### src/source/mem_pkg.sv
package mem_pkg;

	// --------------------
	// Memory side
	// --------------------

	// Word address into the burst memory
	localparam int ADDR_W = 22;

	// Memory word and register bus data width
	localparam int DATA_W = 32;

	// One write burst, also the size of one line bank
	localparam int BURST_WORDS = 128;

	// Burst counter width, shared by the target and the done count
	localparam int CNT_W = 16;

	// Command toward the memory, held until ready
	typedef struct packed {
		logic              valid;
		logic [ADDR_W-1:0] addr;
	} mem_req_s;

	// --------------------
	// Register bus
	// --------------------

	localparam int REG_AW = 2;

	localparam logic [REG_AW-1:0] REG_CSR  = 2'd0;
	localparam logic [REG_AW-1:0] REG_BASE = 2'd1;

	// Master side of the bus, held steady until ack
	typedef struct packed {
		logic              cyc;
		logic              we;
		logic [REG_AW-1:0] addr;
		logic [DATA_W-1:0] wdata;
	} reg_bus_s;

	// CSR write: start flag and target burst count
	typedef struct packed {
		logic                      start;
		logic [DATA_W-CNT_W-2:0]   rsvd;
		logic [CNT_W-1:0]          target;
	} csr_cmd_s;

	// Base address write, upper bits ignored
	typedef struct packed {
		logic [DATA_W-ADDR_W-1:0]  pad;
		logic [ADDR_W-1:0]         addr;
	} base_addr_s;

	// Same write word, decoded by register address
	typedef union packed {
		csr_cmd_s   csr;
		base_addr_s base;
	} bus_wdata_u;

endpackage

### src/source/cap_regs.sv
`timescale 1ns/1ps

module cap_regs (
	input  logic                       clk,
	input  logic                       cap_run,
	input  mem_pkg::reg_bus_s          bus,
	output logic [mem_pkg::DATA_W-1:0] rdata,
	output logic                       ack,
	input  logic [mem_pkg::CNT_W-1:0]  bursts_done,
	input  logic                       overrun,
	input  logic                       done_pulse,
	output logic                       capturing,
	output logic                       start_pulse,
	output logic [mem_pkg::ADDR_W-1:0] base_addr,
	output logic [mem_pkg::CNT_W-1:0]  target
);
	import mem_pkg::*;

	bus_wdata_u wd;
	logic       wr_csr;
	logic       wr_base;

	assign wd = bus.wdata;

	// Two-cycle access, ack for one cycle
	always_ff @(posedge clk or negedge cap_run)
	begin
		if (!cap_run)
			ack <= 1'b0;
		else
			ack <= bus.cyc & ~ack;
	end

	// Writes land on the ack cycle
	assign wr_csr      = ack & bus.cyc & bus.we & (bus.addr == REG_CSR);
	assign wr_base     = ack & bus.cyc & bus.we & (bus.addr == REG_BASE);
	assign start_pulse = wr_csr & wd.csr.start;

	always_ff @(posedge clk or negedge cap_run)
	begin
		if (!cap_run)
		begin
			capturing <= 1'b0;
			base_addr <= '0;
			target    <= '0;
		end
		else
		begin
			capturing <= (capturing & ~done_pulse) | start_pulse;
			if (wr_csr)
				target <= wd.csr.target;
			if (wr_base)
				base_addr <= wd.base.addr;
		end
	end

	// Status word: busy, overrun, bursts done
	always_comb
	begin
		rdata = '0;
		if (ack)
		begin
			if (bus.addr == REG_CSR)
				rdata = {capturing, overrun, {(DATA_W-CNT_W-2){1'b0}}, bursts_done};
			else if (bus.addr == REG_BASE)
				rdata = {{(DATA_W-ADDR_W){1'b0}}, base_addr};
		end
	end

endmodule

### config.mk
export PLATFORM = sky130hd
export DESIGN_NAME = cap_regs
export DESIGN_NICKNAME = d
export VERILOG_FILES = /design/src/source/mem_pkg.sv /design/src/source/cap_regs.sv
export SDC_FILE = /design/constraint.sdc
export NUM_CORES = 1
export LEC_CHECK = 0
export CORE_MARGIN = 2
export CORE_UTILIZATION = 45
export CTS_BUF_LIST = sky130_fd_sc_hd__clkbuf_8
export DETAILED_ROUTE_END_ITERATION = 8
export DONT_BUFFER_PORTS = 1
export GPL_TIMING_DRIVEN = 0
export PLACE_DENSITY = 0.65
export SYNTH_ARGS = -nofsm -noshare
export SYNTH_HDL_FRONTEND = slang
export SYNTH_SLANG_ARGS = --single-unit
### constraint.sdc
create_clock -name clk -period 4.2 [get_ports clk]
set_input_delay 0.84 -clock clk [delete_from_list [all_inputs] [get_ports clk]]
set_output_delay 0.84 -clock clk [all_outputs]
set_load 0.01 [all_outputs]
==> results.cfg <==
[timing]
finClkSkew_ns = 0.007769
relSlewSlack_pct = 55.74
rsz0062_at_grt = false
fin_tns_setup_ns = 0
layout_setup_ws_ns = 1.260
slew_violations = 0
final.period_utilization_pct = 69.99
tightestPinTransition_ns = 0.6611
fmax_mhz = 340.2
min_period_ns = 2.940
setup_viol = 0
final_hold_viol_count = 0

[detailed_routing]
vias = 1089
ant_nets = 0
drtPass1Iterations = 3
wl_mm = 3.707
wl_per_cell_microns = 19.31
drcViolationCount = 0
avgViaCountPerCell = 5.672
drtIter0Drc = 20

[clock_tree]
post_cts_buffers = 0
root_buffer = clkbuf_8
numClockSinks = 40
cts-resized-gates = 0
cts.htree.levels = 2
cts_made_buffers = 5
clockBufferDepth = 2
ctsHoldBuffers = 0
clkSlewWorstSetupHoldPaths_ns = 0.07
cts_tree = yes
clk_latency_ns = 0.28

[finish]
drive_above_1_share_pct = 40.14
nFillCells = 343
most-common-layout-cells = 40 x dfrtp_1, 29 x mux2_2, 16 x a22o_1
nets = 198
antenna_cells = 0
final_util_pct = 50.62
multi_input_area_sq_um = 739.5
area_growth_syn_to_layout_pct = 9.097
final_common_cell = dfrtp_1
regArea_sq_mm = 0.001001

[synth]
yosysTopAreaCell = dfrtp_1
synth_cells = 128
synth_warnings = 0
synth_area_sq_mm = 0.001829
ys_seq_area_share_pct = 54.72
ys_ff_latch = 40
netlist_top_cells_area = dfrtp_1 55%, mux2_2 18%, a22o_1 7.7%, mux2_4 6.6%, buf_4 3.3%
yosysUniqueCellTypes = 20
yosysTopAreaCellShare_pct = 54.72
syn_area_per_cell_sq_um = 14.29

[worst_setup_path]
worst-endpoint-arrival_ns = 2.10
critPathCaptureType = output pin
reg2reg_depth = 4
critPathMaxFanout = 10
path_class = input port to output pin
worstSetupStartpointType = input port
crit_required_ns = 3.36

[status]
status = finished clean

[hold_path]
holdCritPathClass = input port to asynchronous set/reset pin

[grt]
grt_usage_pct = 16.32
first_global_vias = 1117
grt_pass1_wl_mm = 5.382
grt_antenna_before_repair = 0
grt_max_degree = 41
overflow = 0

[floorplan]
die_h_microns = 67.76
fp-row-count = 23
die_w_microns = 67.76
ios = 129
die-area_sq_mm = 0.004591
initial_core_util_pct = 46.40
coreArea_sq_mm = 0.003943

[placement]
dp_hpwl_mm = 2.846
portBuffers = 0
gp_congestion = 0.6374
place_ws_ns = 1.218

[power_and_ir_drop]
irDropWorstVdd_mv = 0.2312
p_per_area_mw_per_mm2 = 467.6
p_leak_uw = 0.0009570
power_uw = 933.3

[flow_run]
drv_cap = 0
==> registers in the layout, summed over array words and instances (netlist names) <==
signal     flops
ack            1
capturing      1
base_addr     22
target        16
==> power breakdown <==
group,leakage [uW],internal (uW),switching [uW]
Combinational,0.000409,84.6,40.4
Sequential,0.000503,471,113
Clock,0.0000452,110,115
Total,0.000957,666,268
==> logic make-up after synthesis <==
kind of cell,count (synthesis),synth area share (%)
mux,38,25.03
buf+inv,17,6.293
flops,40,54.72
simple gates,15,5.746
other cells,1,0.2050
compound gates,17,8.003
==> cell usage after synthesis, drive strengths merged <==
master and count:
and3b 1, conb 1, nor2 1, nor2b 1, nand3 1, buf 12, nor3b 2, or3 1
and2 8, o22ai 1, mux2 38, a22o 16, clkbuf 3, inv 2, dfrtp 40
==> final timing paths <==
kind	start	endpoint	slack, ns
max in group asynchronous	cap_run	base_addr[8]	3.86
min in group clk	ack	ack	0.58
max	bus[32]	rdata[13]	1.26
min	cap_run	ack	0.25
max reg2reg	ack	base_addr[7]	2.48
min reg2reg	ack	ack	0.58
==> area by class of cell <==
class	count	area share [%]
multi-input cells	78	37.05
plain buffers	15	5.392
clock buffers	5	3.448
clock inverters	2	0.4389
flip-flops and latches	40	50.16
inverters	2	0.3762
well taps	50	3.135
==> layer usage <==
layer / GRT usage (%) / vias up / wire length, microns
li1: - / 468 / -
met1: 17.50 / 543 / 1332
met2: 27.70 / 73 / 1933
met3: 6.833 / 5 / 395
met4: 7.653 / 0 / 46
met5: 0 / - / 0
==> worst max-delay path: stages <==
cell and delay [ns]:
nor3b_2 0.55, clkbuf_1 0.41, a22o_1 0.30
==> per-stage QoR <==
| step | hold slack, ns | std cells | cell area [sq um] |
|---|---|---|---|
| after global routing | 0.2242 | 192 | 1996 |
| after global placement | 0.5367 | 185 | 1918 |
| after CTS | 0.2340 | 192 | 1996 |
| after floorplan | 0.5041 | 135 | 1856 |
| after detailed placement | 0.5450 | 185 | 1918 |
| final | 0.2495 | 192 | 1996 |
No activity file was read; power rests on OpenSTA's default activity.
