### config.mk
export PLATFORM = sky130hd
export DESIGN_NAME = line_bank
export DESIGN_NICKNAME = d
export VERILOG_FILES = /design/src/source/mem_pkg.sv /design/src/source/cap_pkg.sv /design/src/source/line_bank.sv
export SDC_FILE = /design/constraint.sdc
export NUM_CORES = 2
export LEC_CHECK = 0
export BUFFER_PORTS_ARGS = -buffer_cell sky130_fd_sc_hd__buf_2
export CAP_MARGIN = 5
export CORE_AREA = 2 2 514 516
export CTS_CLUSTER_SIZE = 25
export DETAILED_ROUTE_END_ITERATION = 8
export DIE_AREA = 0 0 516 518
export GPL_TIMING_DRIVEN = 0
export PLACE_DENSITY = 0.76
export SYNTH_ARGS = -nofsm -noshare
export SYNTH_HDL_FRONTEND = slang
export SYNTH_SLANG_ARGS = --single-unit
### constraint.sdc
create_clock -name clk -period 3.2 [get_ports clk]
set_input_delay 0.16 -clock clk [delete_from_list [all_inputs] [get_ports clk]]
set_output_delay 0.16 -clock clk [all_outputs]
set_load 0.03 [all_outputs]
### src/source/mem_pkg.sv
package mem_pkg;

	// --------------------
	// Memory side
	// --------------------

	// Word address into the burst memory
	localparam int ADDR_W = 22;

	// Memory word and register bus data width
	localparam int DATA_W = 32;

	// One write burst, also the size of one line bank
	localparam int BURST_WORDS = 128;

	// Burst counter width, shared by the target and the done count
	localparam int CNT_W = 16;

	// Command toward the memory, held until ready
	typedef struct packed {
		logic              valid;
		logic [ADDR_W-1:0] addr;
	} mem_req_s;

	// --------------------
	// Register bus
	// --------------------

	localparam int REG_AW = 2;

	localparam logic [REG_AW-1:0] REG_CSR  = 2'd0;
	localparam logic [REG_AW-1:0] REG_BASE = 2'd1;

	// Master side of the bus, held steady until ack
	typedef struct packed {
		logic              cyc;
		logic              we;
		logic [REG_AW-1:0] addr;
		logic [DATA_W-1:0] wdata;
	} reg_bus_s;

	// CSR write: start flag and target burst count
	typedef struct packed {
		logic                      start;
		logic [DATA_W-CNT_W-2:0]   rsvd;
		logic [CNT_W-1:0]          target;
	} csr_cmd_s;

	// Base address write, upper bits ignored
	typedef struct packed {
		logic [DATA_W-ADDR_W-1:0]  pad;
		logic [ADDR_W-1:0]         addr;
	} base_addr_s;

	// Same write word, decoded by register address
	typedef union packed {
		csr_cmd_s   csr;
		base_addr_s base;
	} bus_wdata_u;

endpackage

### src/source/cap_pkg.sv
package cap_pkg;

	// --------------------
	// Video stream
	// --------------------

	// One byte per clock
	localparam int PIXEL_W = 8;

	// Fixed part of every timing code
	localparam logic [3*PIXEL_W-1:0] SYNC_PREAMBLE = 24'hff0000;

	// Code bytes after the preamble
	localparam logic [PIXEL_W-1:0] SYNC_VBLANK = 8'hb6;
	localparam logic [PIXEL_W-1:0] SYNC_ACTIVE = 8'h9d;

	// --------------------
	// Line banks
	// --------------------

	// Ping-pong by default, four also works
	localparam int NUM_BANKS = 2;

	// A bank drains as exactly one burst
	localparam int BANK_WORDS = mem_pkg::BURST_WORDS;
	localparam int BANK_AW    = 7;

	localparam int BANK_SEL_W = (NUM_BANKS > 1) ? $clog2(NUM_BANKS) : 1;

	// Packed word geometry
	localparam int WORD_W       = mem_pkg::DATA_W;
	localparam int PIX_PER_WORD = WORD_W / PIXEL_W;
	localparam int PIX_CNT_W    = $clog2(PIX_PER_WORD);

	// Write port shared by all banks, one enable bit each
	typedef struct packed {
		logic [NUM_BANKS-1:0] en;
		logic [BANK_AW-1:0]   addr;
		logic [WORD_W-1:0]    data;
	} bank_wr_s;

endpackage

### src/source/line_bank.sv
`timescale 1ns/1ps

module line_bank #(
	parameter int BANK_ID = 0
) (
	input  logic                          clk,
	input  logic                          cap_run,
	input  cap_pkg::bank_wr_s             wr,
	input  logic [cap_pkg::BANK_AW-1:0]   rd_addr,
	input  logic                          rd_ena,
	input  logic                          release_req,
	output logic [cap_pkg::WORD_W-1:0]    rd_data,
	output logic                          full
);
	import cap_pkg::*;

	logic [WORD_W-1:0] mem [BANK_WORDS];
	logic              we;

	// Own lane of the shared write port
	assign we = wr.en[BANK_ID];

	always_ff @(posedge clk)
	begin
		if (we)
			mem[wr.addr] <= wr.data;
	end

	// Registered read, one cycle latency
	always_ff @(posedge clk)
	begin
		if (rd_ena)
			rd_data <= mem[rd_addr];
	end

	// Full from the last word until the flush engine lets go
	always_ff @(posedge clk or negedge cap_run)
	begin
		if (!cap_run)
			full <= 1'b0;
		else if (release_req)
			full <= 1'b0;
		else if (we && (wr.addr == BANK_AW'(BANK_WORDS - 1)))
			full <= 1'b1;
	end

endmodule

==> impl_metrics.sql <==
INSERT INTO impl_metrics (metric_group, metric, value, unit) VALUES
('route', 'final_antenna_net_count', '0', ''),
('floorplan', 'chipWidth', '516', 'µm'),
('pwr', 'power_leakage', '55.3', 'nW'),
('floorplan', 'row_count', '188', ''),
('placed_design', 'hpwl', '266000', 'µm'),
('layout', 'area_growth_syn_to_layout', '14.9', '%'),
('worst_setup_path', 'worst_ep_required_time', '3.80', 'ns'),
('pwr', 'internal-power', '0.0881', 'W'),
('synth', 'synth_async_sr_flop_share', '0.0242', '%'),
('worst_setup_path', 'cp.arrival', '4.05', 'ns'),
('clock_network', 'clk_transition_reported_paths', '0.06', 'ns'),
('sta', 'worst-slew-pin-transition', '1.36', 'ns'),
('floorplan', 'dieArea', '267000', 'µm²'),
('pwr', 'pwr_density_cell', '626', 'nW/µm²'),
('layout', 'final_layout_size_suffix_gt1_share', '35.5', '%'),
('min_path', 'hold_class', 'in -> async', ''),
('global_routing', 'grt_max_degree', '112', ''),
('sta', 'layout_worst_path_cycle_share', '108', '%'),
('clock_network', 'clockRootBuffer', 'sky130_fd_sc_hd__clkbuf_16', ''),
('sta', 'fin_worst_setup_slack', '-0.246', 'ns'),
('route', 'num_vias', '75900', ''),
('clock_network', 'tritoncts', 'built', ''),
('layout', 'final_design_area_no_fill', '180000', 'µm²'),
('worst_setup_path', 'r2r_start', 'mem[116][18]$_DFFE_PP_', ''),
('pwr', 'share_clk_of_total_power', '41.0', '%'),
('synth', 'synth_area_per_cell', '26.1', 'µm²'),
('global_routing', 'grt_pass1_wl', '621000', 'µm'),
('sta', 'setup_viol', '49', ''),
('placed_design', 'post-place-cells', '9761', ''),
('floorplan', 'fp.coreArea', '262000', 'µm²'),
('sta', 'fin_crit', '3.45', 'ns'),
('clock_network', 'post-cts-setup-buffer-count', '0', ''),
('worst_setup_path', 'worstSetupEndpointType', 'flop', ''),
('worst_setup_path', 'worstRegToRegCells', '4', ''),
('placed_design', 'finalWeightedCongestion', '1.10', ''),
('worst_setup_path', 'r2r_end', 'rd_data[18]$_DFFE_PP_', ''),
('route', 'detail_route.iter0.violations', '13600', ''),
('synth', 'synth-edff-count', '4128', ''),
('layout', 'fill_cells', '14400', ''),
('placed_design', 'port_buffers', '72', ''),
('synth', 'synth-seq-cells', '4129', ''),
('synth', 'synth.cell_area', '157000', 'µm²'),
('pwr', 'seq_power_share', '53.1', '%'),
('route', 'detail_route.vias_per_cell', '7.19', ''),
('synth', 'warnings_synthesis', '0', ''),
('run', 'drv.max_cap_violation_count', '0', ''),
('global_routing', 'global_route.usage.total', '34.1', '%'),
('worst_setup_path', 'reg2reg_slack', '0.25', 'ns'),
('clock_network', 'cts_max_path_buffers', '4', ''),
('route', 'finalWirelength', '448000', 'µm'),
('floorplan', 'die-height', '518', 'µm'),
('global_routing', 'antenna_violations_before_repair', '84', ''),
('clock_network', 'cts-htree-levels', '5', ''),
('pwr', 'vdd_ir_drop_max', '0.490', 'mV'),
('layout', 'post_layout_nonfiller_instances', '10600', ''),
('worst_setup_path', 'critPathKind', 'in -> reg', ''),
('pwr', 'total_switching_power', '0.0246', 'W'),
('pwr', 'combPwrFrac', '5.8', '%'),
('synth', 'netlist_instances', '5993', ''),
('synth', 'mappedNetlistNets', '6045', ''),
('floorplan', 'top_level_ports', '85', ''),
('worst_setup_path', 'crit_path_end', 'mem[82][17]$_DFFE_PP_', ''),
('outcome', 'violations', 'negative setup slack', ''),
('sta', 'hold_violations', '0', ''),
('route', 'detail_route.first_pass.iterations', '8', ''),
('sta', 'clock_skew', '0.0567', 'ns'),
('placed_design', 'placed_area', '167000', 'µm²'),
('sta', 'clock.fmax', '290', 'MHz'),
('outcome', 'status', 'finished, violations left', ''),
('sta', 'timing.max_slew.rel_slack', '9.59', '%'),
('worst_setup_path', 'critical_path.startpoint_type', 'input port', '');
critical path, cell delays in order:
cell and delay [ns]:
sky130_fd_sc_hd__buf_2 0.23, sky130_fd_sc_hd__nor2b_1 1.08, sky130_fd_sc_hd__nand3_1 1.03, sky130_fd_sc_hd__nor3_4 1.07
sky130_fd_sc_hd__buf_8 0.25, sky130_fd_sc_hd__buf_16 0.17
area by class of cell:
type | instances | area, µm² | share of cell area, %
antenna | 50 | 125 | 0.0696
timing repair buffer | 290 | 4860 | 2.70
sequential | 4129 | 124000 | 68.9
clock inverter | 212 | 2020 | 1.13
clock buffer | 495 | 10400 | 5.79
tap | 3515 | 4400 | 2.45
multi-input combinational | 1548 | 32300 | 18.0
buffer | 315 | 1760 | 0.979
worst min path at each step:
stage                     startpoint               end  slack, ns
after floorplan              cap_run  full$_DFFE_PN0P_      -0.14
after global placement       cap_run  full$_DFFE_PN0P_      -0.06
after detailed placement     cap_run  full$_DFFE_PN0P_      -0.06
after CTS                    cap_run  full$_DFFE_PN0P_       0.03
after global routing         cap_run  full$_DFFE_PN0P_        0.1
final                        cap_run  full$_DFFE_PN0P_       0.06
state kept, by name (all words and copies together) (netlist names):
signal,cells
full,1
rd_data,32
mem,4096
metrics by stage:
stage / hold WS (ns) / TNS [ns] / setup slack, ns / power (W) / utilization (%)
finish: 0.0639 / -6.86 / -0.246 / 0.113 / 68.8
global placement: -0.0609 / -6689.90 / -3.79 / 0.0667 / 61.7
global route: 0.0971 / -0.0522 / -0.0514 / 0.114 / 68.8
detailed placement: -0.0645 / -167.94 / -1.91 / 0.0671 / 63.7
floorplan: -0.136 / -17.91 / -0.199 / 0.0640 / -
CTS: 0.0332 / -0.0221 / -0.0221 / 0.112 / 68.7
synth_stat cells (all sizes together) (2+ instances only):
cell / number / area, µm²
edfxtp: 4128 / 124000
mux4: 1344 / 30300
clkbuf: 188 / 706
buf: 128 / 586
nor2: 124 / 465
mux2: 32 / 360
nand2: 14 / 52.6
nand3: 12 / 60.1
nor3: 9 / 45.0
nor2b: 7 / 43.8
nand4: 3 / 18.8
nand2b: 2 / 12.5
layer usage:
layer  wire length (µm)  vias up  part of all wire [%]  global-route usage, %
met2             215000     6772                    48                   52.7
met1             140000    40000                    31                   43.2
met3              64300     1232                    14                   11.3
met5                360        -                 0.080                      0
li1                   -    27900                     -                      -
met4              28400       52                   6.3                   18.4
power groups by stage:
stage	registers, W	clock network (W)	logic (W)
global placement	0.0611	0	0.00566
CTS	0.0598	0.0462	0.00634
detailed placement	0.0610	0	0.00609
global route	0.0598	0.0480	0.00665
floorplan	0.0611	0	0.00288
finish	0.0598	0.0462	0.00658
what timing repair did:
item	CTS	global route
endpoints found under the setup margin	32	35
endpoints found under the hold margin	2042	0
hold buffers	37	0
cloned	0	0
resized for setup	158	14
pin swaps	0	1
kinds of logic (layout without fill, tap and decap cells):
| family | Yosys count | count (layout) | synth area share, % |
|---|---|---|---|
| and+or+nand+nor | 172 | 172 | 0.450 |
| DFF | 4129 | 4129 | 79.2 |
| buffers and inverters | 316 | 1312 | 0.824 |
| other | 0 | 50 | 0 |
| muxes | 1376 | 1376 | 19.6 |
(Power assumes the default switching activity.)
