==> src/source/mem_pkg.sv <==
package mem_pkg;

	// --------------------
	// Memory side
	// --------------------

	// Word address into the burst memory
	localparam int ADDR_W = 22;

	// Memory word and register bus data width
	localparam int DATA_W = 32;

	// One write burst, also the size of one line bank
	localparam int BURST_WORDS = 128;

	// Burst counter width, shared by the target and the done count
	localparam int CNT_W = 16;

	// Command toward the memory, held until ready
	typedef struct packed {
		logic              valid;
		logic [ADDR_W-1:0] addr;
	} mem_req_s;

	// --------------------
	// Register bus
	// --------------------

	localparam int REG_AW = 2;

	localparam logic [REG_AW-1:0] REG_CSR  = 2'd0;
	localparam logic [REG_AW-1:0] REG_BASE = 2'd1;

	// Master side of the bus, held steady until ack
	typedef struct packed {
		logic              cyc;
		logic              we;
		logic [REG_AW-1:0] addr;
		logic [DATA_W-1:0] wdata;
	} reg_bus_s;

	// CSR write: start flag and target burst count
	typedef struct packed {
		logic                      start;
		logic [DATA_W-CNT_W-2:0]   rsvd;
		logic [CNT_W-1:0]          target;
	} csr_cmd_s;

	// Base address write, upper bits ignored
	typedef struct packed {
		logic [DATA_W-ADDR_W-1:0]  pad;
		logic [ADDR_W-1:0]         addr;
	} base_addr_s;

	// Same write word, decoded by register address
	typedef union packed {
		csr_cmd_s   csr;
		base_addr_s base;
	} bus_wdata_u;

endpackage

==> src/source/cap_pkg.sv <==
package cap_pkg;

	// --------------------
	// Video stream
	// --------------------

	// One byte per clock
	localparam int PIXEL_W = 8;

	// Fixed part of every timing code
	localparam logic [3*PIXEL_W-1:0] SYNC_PREAMBLE = 24'hff0000;

	// Code bytes after the preamble
	localparam logic [PIXEL_W-1:0] SYNC_VBLANK = 8'hb6;
	localparam logic [PIXEL_W-1:0] SYNC_ACTIVE = 8'h9d;

	// --------------------
	// Line banks
	// --------------------

	// Ping-pong by default, four also works
	localparam int NUM_BANKS = 2;

	// A bank drains as exactly one burst
	localparam int BANK_WORDS = mem_pkg::BURST_WORDS;
	localparam int BANK_AW    = 7;

	localparam int BANK_SEL_W = (NUM_BANKS > 1) ? $clog2(NUM_BANKS) : 1;

	// Packed word geometry
	localparam int WORD_W       = mem_pkg::DATA_W;
	localparam int PIX_PER_WORD = WORD_W / PIXEL_W;
	localparam int PIX_CNT_W    = $clog2(PIX_PER_WORD);

	// Write port shared by all banks, one enable bit each
	typedef struct packed {
		logic [NUM_BANKS-1:0] en;
		logic [BANK_AW-1:0]   addr;
		logic [WORD_W-1:0]    data;
	} bank_wr_s;

endpackage

==> src/source/sync_capture.sv <==
`timescale 1ns/1ps

module sync_capture (
	input  logic                          clk,
	input  logic                          cap_run,
	input  logic                          capturing,
	input  logic [cap_pkg::PIXEL_W-1:0]   vid_data,
	input  logic [cap_pkg::NUM_BANKS-1:0] bank_full,
	output cap_pkg::bank_wr_s             bank_wr,
	output logic                          overrun
);
	import cap_pkg::*;

	// Newest byte sits in the low bits
	logic [WORD_W-1:0]     hist;
	logic                  vblank_hit;
	logic                  active_hit;
	logic                  armed;
	logic                  active;
	logic                  go;
	logic [PIX_CNT_W-1:0]  pix_cnt;
	logic                  word_rdy;
	logic [BANK_AW-1:0]    wr_addr;
	logic [BANK_SEL_W-1:0] wr_sel;
	logic                  drop;

	// --------------------
	// Timing code detect
	// --------------------

	always_ff @(posedge clk)
		hist <= {hist[WORD_W-PIXEL_W-1:0], vid_data};

	assign vblank_hit = (hist == {SYNC_PREAMBLE, SYNC_VBLANK});
	assign active_hit = (hist == {SYNC_PREAMBLE, SYNC_ACTIVE});

	// First data byte is the one right after the active code
	assign go = capturing & (active | (armed & active_hit));

	always_ff @(posedge clk or negedge cap_run)
	begin
		if (!cap_run)
		begin
			armed   <= 1'b0;
			active  <= 1'b0;
			overrun <= 1'b0;
		end
		else if (!capturing)
		begin
			armed   <= 1'b0;
			active  <= 1'b0;
			overrun <= 1'b0;
		end
		else
		begin
			armed   <= armed | vblank_hit;
			active  <= active | (armed & active_hit);
			overrun <= overrun | drop;
		end
	end

	// --------------------
	// Packing and bank walk
	// --------------------

	always_ff @(posedge clk or negedge cap_run)
	begin
		if (!cap_run)
		begin
			pix_cnt  <= '0;
			word_rdy <= 1'b0;
			wr_addr  <= '0;
			wr_sel   <= '0;
		end
		else if (!capturing)
		begin
			pix_cnt  <= '0;
			word_rdy <= 1'b0;
			wr_addr  <= '0;
			wr_sel   <= '0;
		end
		else
		begin
			word_rdy <= go && (pix_cnt == PIX_CNT_W'(PIX_PER_WORD - 1));
			if (go)
				pix_cnt <= pix_cnt + 1'b1;
			// Address moves on even when the word is dropped
			if (word_rdy)
			begin
				wr_addr <= wr_addr + 1'b1;
				if (wr_addr == BANK_AW'(BANK_WORDS - 1))
					wr_sel <= (wr_sel == BANK_SEL_W'(NUM_BANKS - 1)) ? '0 : wr_sel + 1'b1;
			end
		end
	end

	assign drop = word_rdy & bank_full[wr_sel];

	// Oldest byte of the history goes to bits 7:0
	always_comb
	begin
		bank_wr.en         = '0;
		bank_wr.en[wr_sel] = word_rdy & ~bank_full[wr_sel];
		bank_wr.addr       = wr_addr;
		for (int i = 0; i < PIX_PER_WORD; i++)
			bank_wr.data[i*PIXEL_W +: PIXEL_W] = hist[(PIX_PER_WORD-1-i)*PIXEL_W +: PIXEL_W];
	end

endmodule

==> config.mk <==
export PLATFORM = sky130hd
export DESIGN_NAME = sync_capture
export DESIGN_NICKNAME = d
export VERILOG_FILES = /design/src/source/mem_pkg.sv /design/src/source/cap_pkg.sv /design/src/source/sync_capture.sv
export SDC_FILE = /design/constraint.sdc
export NUM_CORES = 1
export LEC_CHECK = 0
export ABC_AREA = 1
export BUFFER_PORTS_ARGS = -buffer_cell sky130_fd_sc_hd__buf_2
export CAP_MARGIN = 20
export CORE_MARGIN = 1
export CORE_UTILIZATION = 45
export CTS_BUF_LIST = sky130_fd_sc_hd__clkbuf_4 sky130_fd_sc_hd__clkbuf_8
export DETAILED_ROUTE_END_ITERATION = 8
export GPL_TIMING_DRIVEN = 0
export PLACE_DENSITY = 0.86
export RECOVER_POWER = 50
export SYNTH_ARGS = -nofsm -noshare
export SYNTH_HDL_FRONTEND = slang
export SYNTH_SLANG_ARGS = --single-unit
==> constraint.sdc <==
create_clock -name clk -period 1.2 [get_ports clk]
set_clock_uncertainty 0.2 [all_clocks]
set_input_delay 0.18 -clock clk [delete_from_list [all_inputs] [get_ports clk]]
set_output_delay 0.18 -clock clk [all_outputs]
set_load 0.005 [all_outputs]
==> flow_summary.yaml <==
run_status:
  status: "finished with violations"
  failed_checks: "hold timing, setup timing"
sta:
  hold_violations: 1
  fin_crit_sh_pct: 130.5
  timing.final.ws_setup_ns: -0.3657
  rsz0062_at_grt: "yes"
  fin_hold_ws_ns: -0.01529
  post-route-min-period_ns: 1.566
  clock.fmax_ghz: 0.6387
  finalSetupTns_ns: -3.992
  relSlewSlack_pct: 78.60
  slew_violations: 0
  setup_viol: 40
  worstMarginPinSlew_ns: 0.3210
worst_setup_path:
  start_kind: "register"
  cp_cell_sequence: "inv_1 > or2_1 > nor2_1 > buf_2"
  required_ns: 0.82
  arrival_ns: 1.19
  critPathMaxFanout: 3
  critPathSlowestCell: "dfrtp_1"
  critical_path_class: "reg2out"
  worstSetupEndpointType: "output pin"
  slowest_delay_ns: 0.39
power:
  leakagePower_nw: 1.185
  irDropWorstVdd_mv: 1.104
  p_total_mw: 2.817
  power_density_mw_per_mm2: 1184
layout:
  nFillCells: 189
  multi_input_area_um2: 490.5
  layout-drive-gt1-share_pct: 62.03
  final_common_cell: "buf_2"
  seq_area_mm2: 0.001032
  num-nets-final: 251
  final_util_pct: 77.28
  antenna_cells: 0
  area_growth_pct: 60.42
  layout_common_cells: "41 x buf_2, 29 x dfxtp_2, 22 x buf_6"
global_route:
  gr-total-overflow: 0
  grt_first_pass_wirelength_um: 5181
  grt_start_max_net_pins: 15
  grt_pass1_vias: 1152
  antenna_found_initial: 0
  grt_usage_pct: 20.77
clocking:
  numClockSinks: 46
  cts_tree: "yes"
  clock_latency_ns: 0.35
  clkTransAtPathRegs_ns: 0.13
  cts_buffers: 5
  cts_root_buf: "clkbuf_4"
  htree_levels: 2
  clockBufferDepth: 2
synth:
  synth_cell_types: 21
  synth-seq-area-share_pct: 66.84
  ys_warn_count: 0
  ys_top_cells_by_area: "dfxtp_1 43%, dfrtp_1 24%, nand2_1 6.1%, nor2_1 5.8%, inv_1 3.5%"
  synth_edf_count: 0
  synthCells: 147
  synthArstFlopShare_pct: 30.43
  yosysTopAreaCellShare_pct: 43.21
  yosysTopAreaCell: "dfxtp_1"
  synth_area_per_cell_um2: 10.09
  ys_seq_elements: 46
  syn_nets: 162
  synth_ff_type: "dfxtp_1"
  syn_area_mm2: 0.001483
hold_path:
  hp-class: "in2reg"
floorplanning:
  core_mm2: 0.003078
  ioPinCount: 55
  start_util_pct: 48.17
  die_x_um: 59.40
  dieArea_mm2: 0.003528
  die_h_um: 59.40
  rows: 20
drt:
  ant_nets: 0
  avgRoutedWirePerCell_um: 14.18
  totalWireLength_um: 3985
  remaining_drc_errors: 0
  vias: 1308
  drtPass1Iterations: 4
  dr.first_iter.drc_count: 55
  via_per_inst: 4.655
placed_design:
  place_congestion: 0.7344
  dp_hpwl_um: 1947
  port_buffers: 54
job:
  cap_violations: 0
[logic make-up (layout without fill, tap and decap cells)]
group,count (synthesis),count (layout),synth area share (%)
flip-flops,46,46,66.84
AND/OR/NAND/NOR,69,69,21.18
adder cells (fa/ha/maj),2,2,1.687
buffers and inverters,20,110,6.498
AO/OA/AOI/OAI,10,10,3.797
[synth_stat cells, types with 2 or more instances]
cell type,count
o21a_1,2
a21oi_1,4
nand2_1,24
nand4_1,6
o21ai_1,2
nor2_1,23
buf_4,2
nand3_1,4
nand2_2,2
nor2_2,6
inv_2,3
ha_1,2
dfrtp_1,14
inv_1,14
dfxtp_1,32
or2_1,2
[final timing paths]
| check | end | startpoint | slack (ns) | cells past startpoint |
|---|---|---|---|---|
| worst max register to register | wr_sel | wr_addr[0] | -0.24 | 5 |
| worst max-delay path | bank_wr[40] | wr_sel | -0.37 | 4 |
| worst min-delay path | overrun | bank_full[1] | -0.02 | 4 |
| min in group asynchronous | wr_addr[0] | cap_run | 0.04 | 2 |
| worst min register to register | hist[17] | hist[9] | 0.16 | 0 |
| max in group asynchronous | wr_addr[2] | cap_run | 0.51 | 2 |
[area by class of cell]
class	count	area share (%)
flip-flops and latches	46	43.40
well taps	44	2.315
repair buffers	82	26.20
clock inverters	2	1.526
clock buffers	6	1.894
plain buffers	2	0.6312
inverters	18	3.419
multi-input cells	81	20.62
[through the flow]
stage,setup WS (ns),instances,instance area [um^2],hold WS (ns)
floorplan,-0.08045,147,1488,-0.3156
global placement,-0.1497,245,1813,-0.1106
detailed placement,-0.1573,245,1813,-0.1096
CTS,-0.3610,274,2180,-0.01819
global route,-0.4347,281,2379,-0.001344
finish,-0.3657,281,2379,-0.01529
[power by group]
group / leakage, nW / internal, mW / switching (mW) / total (mW)
sequential: 0.465 / 1.60 / 0.0459 / 1.65
clock: 0.0462 / 0.465 / 0.487 / 0.952
combinational: 0.674 / 0.131 / 0.0865 / 0.217
total: 1.18 / 2.20 / 0.619 / 2.82
[state kept, by name, summed over array words and instances, names as in the netlist]
| name | flops |
|---|---|
| pix_cnt | 2 |
| word_rdy | 1 |
| active | 1 |
| armed | 1 |
| hist | 32 |
| wr_sel | 1 |
| wr_addr | 7 |
| overrun | 1 |
[layer usage]
layer,routed length (um),up-vias,GRT usage (%)
met1,1593,621,23.55
met4,79,0,11.90
met3,111,8,4.148
met2,2200,44,36.12
met5,0,-,0
li1,-,635,-
[worst max-delay path, delay by kind of cell, from the launching register on]
kind,cells,cell delay (ns)
buf+inv,2,0.15
flops,1,0.39
simple gates,2,0.30
[timing repair]
action / in CTS / in global routing
buffers inserted: 10 / 7
hold endpoints to repair: 24 / 0
endpoints found under the setup margin: 43 / 55
pin swaps: 13 / 12
gates resized for setup: 40 / 42
hold buffers: 11 / 0
(Power assumes the default switching activity.)
