File: config.mk
export PLATFORM = sky130hd
export DESIGN_NAME = burst_flush
export DESIGN_NICKNAME = d
export VERILOG_FILES = /design/src/source/mem_pkg.sv /design/src/source/cap_pkg.sv /design/src/source/burst_flush.sv
export SDC_FILE = /design/constraint.sdc
export NUM_CORES = 1
export LEC_CHECK = 0
export BUFFER_PORTS_ARGS = -buffer_cell sky130_fd_sc_hd__buf_2
export CAP_MARGIN = 20
export CORE_MARGIN = 2
export CORE_UTILIZATION = 45
export CTS_BUF_LIST = sky130_fd_sc_hd__clkbuf_8
export DETAILED_ROUTE_END_ITERATION = 12
export PLACE_DENSITY = 0.86
export SETUP_SLACK_MARGIN = 0.5
export SYNTH_ARGS = -nofsm -noshare
export SYNTH_HDL_FRONTEND = slang
export SYNTH_SLANG_ARGS = --single-unit
File: constraint.sdc
create_clock -name clk -period 2 [get_ports clk]
set_input_delay 0.1 -clock clk [delete_from_list [all_inputs] [get_ports clk]]
set_output_delay 0.1 -clock clk [all_outputs]
set_load 0.02 [all_outputs]
File: src/source/mem_pkg.sv
package mem_pkg;

	// --------------------
	// Memory side
	// --------------------

	// Word address into the burst memory
	localparam int ADDR_W = 22;

	// Memory word and register bus data width
	localparam int DATA_W = 32;

	// One write burst, also the size of one line bank
	localparam int BURST_WORDS = 128;

	// Burst counter width, shared by the target and the done count
	localparam int CNT_W = 16;

	// Command toward the memory, held until ready
	typedef struct packed {
		logic              valid;
		logic [ADDR_W-1:0] addr;
	} mem_req_s;

	// --------------------
	// Register bus
	// --------------------

	localparam int REG_AW = 2;

	localparam logic [REG_AW-1:0] REG_CSR  = 2'd0;
	localparam logic [REG_AW-1:0] REG_BASE = 2'd1;

	// Master side of the bus, held steady until ack
	typedef struct packed {
		logic              cyc;
		logic              we;
		logic [REG_AW-1:0] addr;
		logic [DATA_W-1:0] wdata;
	} reg_bus_s;

	// CSR write: start flag and target burst count
	typedef struct packed {
		logic                      start;
		logic [DATA_W-CNT_W-2:0]   rsvd;
		logic [CNT_W-1:0]          target;
	} csr_cmd_s;

	// Base address write, upper bits ignored
	typedef struct packed {
		logic [DATA_W-ADDR_W-1:0]  pad;
		logic [ADDR_W-1:0]         addr;
	} base_addr_s;

	// Same write word, decoded by register address
	typedef union packed {
		csr_cmd_s   csr;
		base_addr_s base;
	} bus_wdata_u;

endpackage

File: src/source/cap_pkg.sv
package cap_pkg;

	// --------------------
	// Video stream
	// --------------------

	// One byte per clock
	localparam int PIXEL_W = 8;

	// Fixed part of every timing code
	localparam logic [3*PIXEL_W-1:0] SYNC_PREAMBLE = 24'hff0000;

	// Code bytes after the preamble
	localparam logic [PIXEL_W-1:0] SYNC_VBLANK = 8'hb6;
	localparam logic [PIXEL_W-1:0] SYNC_ACTIVE = 8'h9d;

	// --------------------
	// Line banks
	// --------------------

	// Ping-pong by default, four also works
	localparam int NUM_BANKS = 2;

	// A bank drains as exactly one burst
	localparam int BANK_WORDS = mem_pkg::BURST_WORDS;
	localparam int BANK_AW    = 7;

	localparam int BANK_SEL_W = (NUM_BANKS > 1) ? $clog2(NUM_BANKS) : 1;

	// Packed word geometry
	localparam int WORD_W       = mem_pkg::DATA_W;
	localparam int PIX_PER_WORD = WORD_W / PIXEL_W;
	localparam int PIX_CNT_W    = $clog2(PIX_PER_WORD);

	// Write port shared by all banks, one enable bit each
	typedef struct packed {
		logic [NUM_BANKS-1:0] en;
		logic [BANK_AW-1:0]   addr;
		logic [WORD_W-1:0]    data;
	} bank_wr_s;

endpackage

File: src/source/burst_flush.sv
`timescale 1ns/1ps

module burst_flush (
	input  logic                                               clk,
	input  logic                                               cap_run,
	input  logic                                               start_pulse,
	input  logic [mem_pkg::ADDR_W-1:0]                         base_addr,
	input  logic [mem_pkg::CNT_W-1:0]                          target,
	input  logic [cap_pkg::NUM_BANKS-1:0]                      bank_full,
	input  logic [cap_pkg::NUM_BANKS-1:0][mem_pkg::DATA_W-1:0] bank_rd_data,
	output logic [cap_pkg::BANK_AW-1:0]                        rd_addr,
	output logic                                               rd_ena,
	output logic [cap_pkg::NUM_BANKS-1:0]                      release_req,
	output mem_pkg::mem_req_s                                  mem_req,
	input  logic                                               mem_ready,
	output logic [mem_pkg::DATA_W-1:0]                         mem_wdata,
	input  logic                                               mem_wack,
	input  logic                                               mem_wlast,
	output logic [mem_pkg::CNT_W-1:0]                          bursts_done,
	output logic                                               done_pulse
);
	import cap_pkg::*;
	import mem_pkg::*;

	typedef enum logic [1:0] {
		ST_IDLE,
		ST_WAIT_FULL,	// next bank in order not yet full
		ST_CMD,
		ST_DATA
	} state_e;

	state_e                state;
	state_e                state_nxt;
	logic [BANK_SEL_W-1:0] sel;
	logic [ADDR_W-1:0]     cur_addr;
	logic                  prefetch;
	logic                  burst_end;
	logic                  last_burst;

	assign prefetch   = (state == ST_WAIT_FULL) & bank_full[sel];
	assign burst_end  = (state == ST_DATA) & mem_wack & mem_wlast;
	assign last_burst = burst_end & ((bursts_done + 1'b1) == target);

	// --------------------
	// FSM
	// --------------------

	always_comb
	begin
		state_nxt = state;
		case (state)
			ST_WAIT_FULL:
				if (bank_full[sel])
					state_nxt = ST_CMD;
			ST_CMD:
				if (mem_ready)
					state_nxt = ST_DATA;
			ST_DATA:
				if (burst_end)
					state_nxt = last_burst ? ST_IDLE : ST_WAIT_FULL;
			default:
				state_nxt = state;
		endcase
		// A new start always restarts from the first bank
		if (start_pulse)
			state_nxt = ST_WAIT_FULL;
	end

	always_ff @(posedge clk or negedge cap_run)
	begin
		if (!cap_run)
		begin
			state       <= ST_IDLE;
			sel         <= '0;
			cur_addr    <= '0;
			rd_addr     <= '0;
			bursts_done <= '0;
			done_pulse  <= 1'b0;
		end
		else
		begin
			state      <= state_nxt;
			done_pulse <= last_burst;
			if (start_pulse)
			begin
				sel         <= '0;
				cur_addr    <= base_addr;
				rd_addr     <= '0;
				bursts_done <= '0;
			end
			else
			begin
				// Word 0 is read ahead, every wack then fetches the next one
				if (burst_end)
					rd_addr <= '0;
				else if (prefetch || ((state == ST_DATA) && mem_wack))
					rd_addr <= rd_addr + 1'b1;

				if (burst_end)
				begin
					cur_addr    <= cur_addr + ADDR_W'(BURST_WORDS);
					bursts_done <= bursts_done + 1'b1;
					sel         <= (sel == BANK_SEL_W'(NUM_BANKS - 1)) ? '0 : sel + 1'b1;
				end
			end
		end
	end

	// --------------------
	// Outputs
	// --------------------

	assign rd_ena = prefetch | ((state == ST_DATA) & mem_wack);

	assign mem_req.valid = (state == ST_CMD);
	assign mem_req.addr  = cur_addr;

	assign mem_wdata = bank_rd_data[sel];

	always_comb
	begin
		release_req      = '0;
		release_req[sel] = burst_end;
	end

endmodule

==> results of run 1 <==
[power groups by stage]
stage / clock [mW] / combinational [mW] / sequential, mW
finish: 0.603 / 0.745 / 1.10
global route: 0.644 / 0.796 / 1.11
CTS: 0.599 / 0.695 / 1.10
detailed placement: 0 / 0.644 / 1.12
global placement: 0 / 0.631 / 1.12
floorplan: 0 / 0.308 / 1.18
[layer usage]
metal | track usage (%) | up-vias | share of wire [%]
met5 | 0 | - | 0
met4 | 14.6 | 0 | 5.9
met3 | 5.41 | 65 | 7.5
met2 | 50.2 | 219 | 51
met1 | 32.4 | 1797 | 35
li1 | - | 1705 | -
[worst max-delay path by stage]
stage | startpoint | cells past startpoint | slack [ns] | endpoint
finish | bursts_done[9]$_DFFE_PN0N_ | 6 | -0.12 | state[0]$_DFFE_PN0P_
global route | bursts_done[9]$_DFFE_PN0N_ | 6 | -0.17 | done_pulse$_DFF_PN0_
CTS | bursts_done[5]$_DFFE_PN0N_ | 6 | 0.15 | done_pulse$_DFF_PN0_
detailed placement | bursts_done[2]$_DFFE_PN0N_ | 6 | 0.09 | state[0]$_DFFE_PN0P_
global placement | bursts_done[2]$_DFFE_PN0N_ | 6 | 0.15 | state[0]$_DFFE_PN0P_
floorplan | sel$_DFFE_PN0N_ | 7 | 0.19 | rd_addr[6]$_DFFE_PN0P_
[Yosys cell counts, types with 6 or more instances]
cell type	number	area share [%]
nand4_1	6	1.2
o21ai_0	23	3.6
nor3_1	8	1.2
nor2_1	38	4.4
xnor2_1	30	8.1
clkbuf_1	10	1.2
and3_1	8	1.5
mux2_2	39	14
nand2_1	39	4.5
a21oi_1	10	1.5
inv_1	6	0.70
dfrtp_1	49	38
xor2_1	22	5.9
nand3_1	14	2.2
[cell type report]
type                       instances  area share [%]
clock buffer                       5            1.31
inverter                           6           0.428
timing repair buffer             257            29.2
multi-input combinational        279            42.8
tap                               96            2.28
clock inverter                     3           0.333
sequential                        49            23.7
[per-stage QoR]
step | area, sq um | hold WS (ns)
after detailed placement | 4410 | 0.253
after global routing | 5270 | 0.00675
after CTS | 4890 | 0.000127
final | 5270 | -0.00253
after global placement | 4410 | 0.238
after floorplan | 3380 | -0.196
[cell families after synthesis]
| logic type | Yosys count | share of synthesized area, % |
|---|---|---|
| xor+xnor | 52 | 14.1 |
| simple gates | 137 | 20.4 |
| compound gates | 43 | 8.07 |
| mux | 43 | 14.9 |
| buf+inv | 24 | 3.21 |
| flops | 49 | 37.9 |
| fa+ha+maj | 4 | 1.47 |
[tightest hold or removal path, delay by kind of cell]
family | cells | cell delay (ns)
AND/OR/NAND/NOR | 1 | 0.04
buffers and inverters | 1 | 0.07
AO/OA/AOI/OAI | 1 | 0.06
[sequential cells by signal, indices dropped and copies added (netlist names)]
signal	cells
bursts_done	16
cur_addr	22
done_pulse	1
rd_addr	7
sel	1
state	2
[repair_timing]
item,CTS,global route
setup endpoints to repair,58,64
gates resized for setup,30,52
pin swaps,24,29
gates cloned,0,0
endpoints found under the hold margin,51,0
setup buffers,33,21
hold buffers,3,0
==> impl_results.md, run 1 <==
* Fin. max-slew vios at 0
* Top_reg_cell synth: dfrtp_1
* WS Path Type: flop to flop
* Slowest stage cell on the critical path: nor4_2
* Bufs on Longest Clock Path at 2
* Worst path buffer plus inverter count at 1
* Seq pwr share at 45.0%
* Top delay family on crit path: compound AO/OA/AOI/OAI gates
* Hold depth at 3
* Total GRT Usage at 28.4%
* Final Hold Vio Count at 2
* Hold WS at -0.00253 ns
* Switch Pwr at 0.826 mW
* Critical R2R Capture: state[0]$_DFFE_PN0P_
* Async set or reset register ratio after synthesis at 100%
* Syn_area_per_cell at 9.20 sq um
* Post-Place Cells at 630
* Critical Path Sink Type: flop
* Sum Neg Setup Slack at -0.238 ns
* Fillers at 455
* Post-route minimum period at 2.12 ns
* Total grt overflow at 0
* CP Data Required Time at 2.17 ns
* GPL Wtd Cong at 0.961
* Final critical-path share of the clock period at 106%
* Commonest non-fill, non-tap cell in the layout: buf_2
* Worst Hold Class: input pin to flop
* Worst R2R Setup Slack at -0.12 ns
* Drt pass-1 iters at 5
* Cell Area, Synth at 3240 sq um
* Seq/Total Area, Yosys at 37.9%
* Die ar. at 7890 sq um
* Crit path cell chain: nand4_4, buf_4, o21ai_0, o21ai_0, nor4_2, a31oi_1
* Clk sinks at 49
* Fin cells at 695
* Max_slew headroom at 57.3%
* Sequential cell area at 1250 sq um
* Core ar. at 6870 sq um
* Failing checks: hold timing, setup timing
* Synth-to-Final Area Change at 62.6%
* First-pass GRT wire length at 17200 um
* Multi-input gate area at 2250 sq um
* Placement Setup Slack at 0.0889 ns
* Netlist cell types at 40
* FF-to-FF path depth at 6
* Clk pwr share at 24.6%
* Post-synth EDFFs at 0
* Cell-internal power at 1.63 mW
* H-tree Lvls at 2
* Post-DP HPWL at 8170 um
* WHS Endpoint: cur_addr[8]$_DFFE_PN0N_
* Sw Ratio at 33.7%
* Vias per Instance at 5.45
* Result of the run: complete, but fails checks
* Fmax at 471 MHz
* Worst vdd ir at 0.414 mV
* Final clock skew at 0.00334 ns
* Synthesized instance count at 352
* CP peak stage delay at 0.47 ns
* Residual DRC at 0
* Clk pin slew, worst setup/hold paths at 0.10 ns
* Number of CTS-inserted buffers at 5
* Critical path arrival at 2.30 ns
* Worst skew pair latency at 0.31 ns
* Layout cells sized above 1 at 61.4%
* FF+latch count, synth at 49
* # setup viols final at 2
* Final Util at 76.7%
* Pleak at 2.56 nW
* Site Rows at 30
* Vias in the first global route at 3603
* Antenna-violating nets left at 0
* Die height at 88.8 um
* Ant. Diodes at 0
* Maximum Capacitance Violations at 0
* Vias post-DR at 3786
* Most frequent cells in the layout: buf_2, buf_4, mux2_2
* Logic pwr share at 30.4%
* Slew @ Worst Pin at 0.640 ns
* Cell mode on critical path: o21ai_0
* Root buffer cell: clkbuf_8
* Net count, final at 711
* Final Power at 2.45 mW
* Die width at 88.8 um
* Worst-path maximum fanout at 5
* Synth warnings at 0
* CP startpoint kind: flop
* WL per Instance at 18.2 um
* I/O Pins at 192
* Pin count of the biggest net entering global routing at 50
* Min-delay src: base_addr[8]
* CTS tree: done
* Initial Util at 47.2%
* Post-Syn Nets at 465
* I/O Buffers at 191
* R2r startpoint: bursts_done[9]$_DFFE_PN0N_
* Initial antenna violation count at 0
* Final WS setup at -0.123 ns
* DRT Wirelength at 12600 um
* DRT iter0 DRCs at 220
* RSZ-0062 raised after global routing: yes
* PwrDens at 466 nW/um^2
(Power assumes the default switching activity.)
==> run 2, diff against run 1 <==
--- a/config.mk
+++ b/config.mk
@@ -12,7 +12,7 @@
 export CTS_BUF_LIST = sky130_fd_sc_hd__clkbuf_8
 export DETAILED_ROUTE_END_ITERATION = 12
 export PLACE_DENSITY = 0.86
-export SETUP_SLACK_MARGIN = 0.5
+export SETUP_SLACK_MARGIN = 0.15
 export SYNTH_ARGS = -nofsm -noshare
 export SYNTH_HDL_FRONTEND = slang
 export SYNTH_SLANG_ARGS = --single-unit
==> impl_results.md, run 2 (synthesis gave the netlist of run 1 again) <==
* Bufs on Longest Clock Path at 2
* Vias post-DR at 3292
* CP Data Required Time at 2.24 ns
* Met1 GRT Util at 28.7%
* Worst Hold Class: input pin to flop
* First-pass GRT wire length at 15000 um
* CP startpoint kind: flop
* Die height at 88.8 um
* Hold WS at 0.00515 ns
* Critical Path Sink Type: flop
* Final Util at 67.2%
* Commonest non-fill, non-tap cell in the layout: buf_2
* Post-route minimum period at 1.90 ns
* Worst-path maximum fanout at 4
* Cell mode on critical path: nor4_2
* Post-DP HPWL at 7890 um
* H-tree Lvls at 2
* Die ar. at 7890 sq um
* Maximum Capacitance Violations at 0
* WS Path Type: flop to flop
* Final Hold Vio Count at 0
* Final clock skew at 0.00888 ns
* DRT Wirelength at 10000 um
* Die width at 88.8 um
* Crit path cell chain: ha_4, xor2_2, nor4_2, o211ai_1, nor4_2, and3_1
* Fillers at 552
* Vias in the first global route at 3200
* Final critical-path share of the clock period at 95.2%
* RSZ-0062 raised after global routing: yes
* I/O Buffers at 191
* Layout cells sized above 1 at 51.6%
* Critical path arrival at 2.14 ns
* Total GRT Usage at 24.5%
* Top delay family on crit path: simple AND/OR/NAND/NOR gates
* CP peak stage delay at 0.45 ns
* Antenna-violating nets left at 0
* GRT busiest layer: met2
* Drt pass-1 iters at 4
* Clk sinks at 49
* WL per Instance at 15.4 um
* # setup viols final at 0
* I/O Pins at 192
* Min-delay src: base_addr[13]
* Net count, final at 666
* Initial antenna violation count at 1
* Site Rows at 30
* Largest regs: cur_addr: 22 flops, bursts_done: 16 flops, rd_addr: 7 flops
* Residual DRC at 0
* Total grt overflow at 0
* Pin count of the biggest net entering global routing at 37
* Post-DP Area at 4350 sq um
* Core ar. at 6870 sq um
* R2r startpoint: bursts_done[0]$_DFFE_PN0N_
* Number of CTS-inserted buffers at 5
* Met2 Usage GRT at 44.4%
* Max reg flops at 22
* Root buffer cell: clkbuf_8
* PwrDens at 514 nW/um^2
* Slowest stage cell on the critical path: dfrtp_2
* CTS tree: done
* Worst skew pair latency at 0.30 ns
* M3 GR Usage at 4.48%
* Worst path buffer plus inverter count at 0
* Fmax at 525 MHz
* GPL Wtd Cong at 0.917
* Initial Util at 47.2%
* Slew @ Worst Pin at 0.595 ns
* Sum Neg Setup Slack at 0 ns
* Largest register by flop count: cur_addr
* Post-route design area at 4620 sq um
* Synth-to-Final Area Change at 42.6%
* Pleak at 2.21 nW
* Clk pin slew, worst setup/hold paths at 0.10 ns
* Most frequent cells in the layout: buf_2, nand2_1, mux2_2
* Setup crit start: bursts_done[0]$_DFFE_PN0N_
* Worst vdd ir at 0.374 mV
* Result of the run: finished clean
* DRT iter0 DRCs at 131
* Vias per Instance at 5.06
* Fin. max-slew vios at 0
* Max_slew headroom at 60.3%
run 2: cell types whose count changed in the layout (fill, tap and decap cells not counted), moves of 6 or more:
cell / delta
xnor2_1: +6
o21ai_0: +13
buf_4: -41
buf_6: -7
xnor2_2: -6
o21ai_1: -12
run 2: path summary, 6_finish.rpt:
check,cells after the start,slack [ns],to
worst max-delay path,6,0.1,done_pulse$_DFF_PN0_
worst min-delay path,3,0.005,cur_addr[13]$_DFFE_PN0N_
worst max register to register,6,0.1,done_pulse$_DFF_PN0_
worst min register to register,1,0.52,cur_addr[5]$_DFFE_PN0P_
max in group asynchronous,3,1.32,bursts_done[8]$_DFFE_PN0N_
min in group asynchronous,3,0.34,bursts_done[5]$_DFFE_PN0N_
run 2: through the flow:
step,instances,setup slack (ns),total power [mW]
CTS,649,0.151,2.39
global route,651,-0.0145,2.50
finish,651,0.0962,2.37
global placement,630,0.116,1.75
floorplan,352,0.143,1.48
detailed placement,630,-0.000167,1.76
run 2: repair_timing:
action                     in CTS  in global routing
hold buffers                    4                  1
pin swaps                       3                  3
setup endpoints to repair       2                  7
hold endpoints to repair       52                  1
resized for setup               8                  9
buffers inserted                7                  0
run 2: metal layers:
metal	vias up	share of wire, %
li1	1611	-
met1	1530	38
met2	133	54
met3	18	5.6
met4	0	2.6
met5	-	0
run 2: power by group:
group,switching (mW),internal [mW],leakage (nW)
registers,0.0584,1.05,0.618
logic,0.366,0.290,1.54
clock network,0.360,0.253,0.0448
run 2: layout make-up:
class	instances	area, sq um	share of cell area [%]
diodes	1	2.50	0.0542
clock buffers	5	68.8	1.49
clock inverters	3	25.0	0.542
inverters	6	22.5	0.488
multi-input cells	279	2000	43.3
flip-flops and latches	49	1240	26.8
well taps	96	120	2.60
repair buffers	212	1140	24.7
run 2: worst min-delay path, delay by kind of cell:
kind,cells,cell delay (ns)
compound gates,1,0.05
simple gates,1,0.04
buf+inv,1,0.08
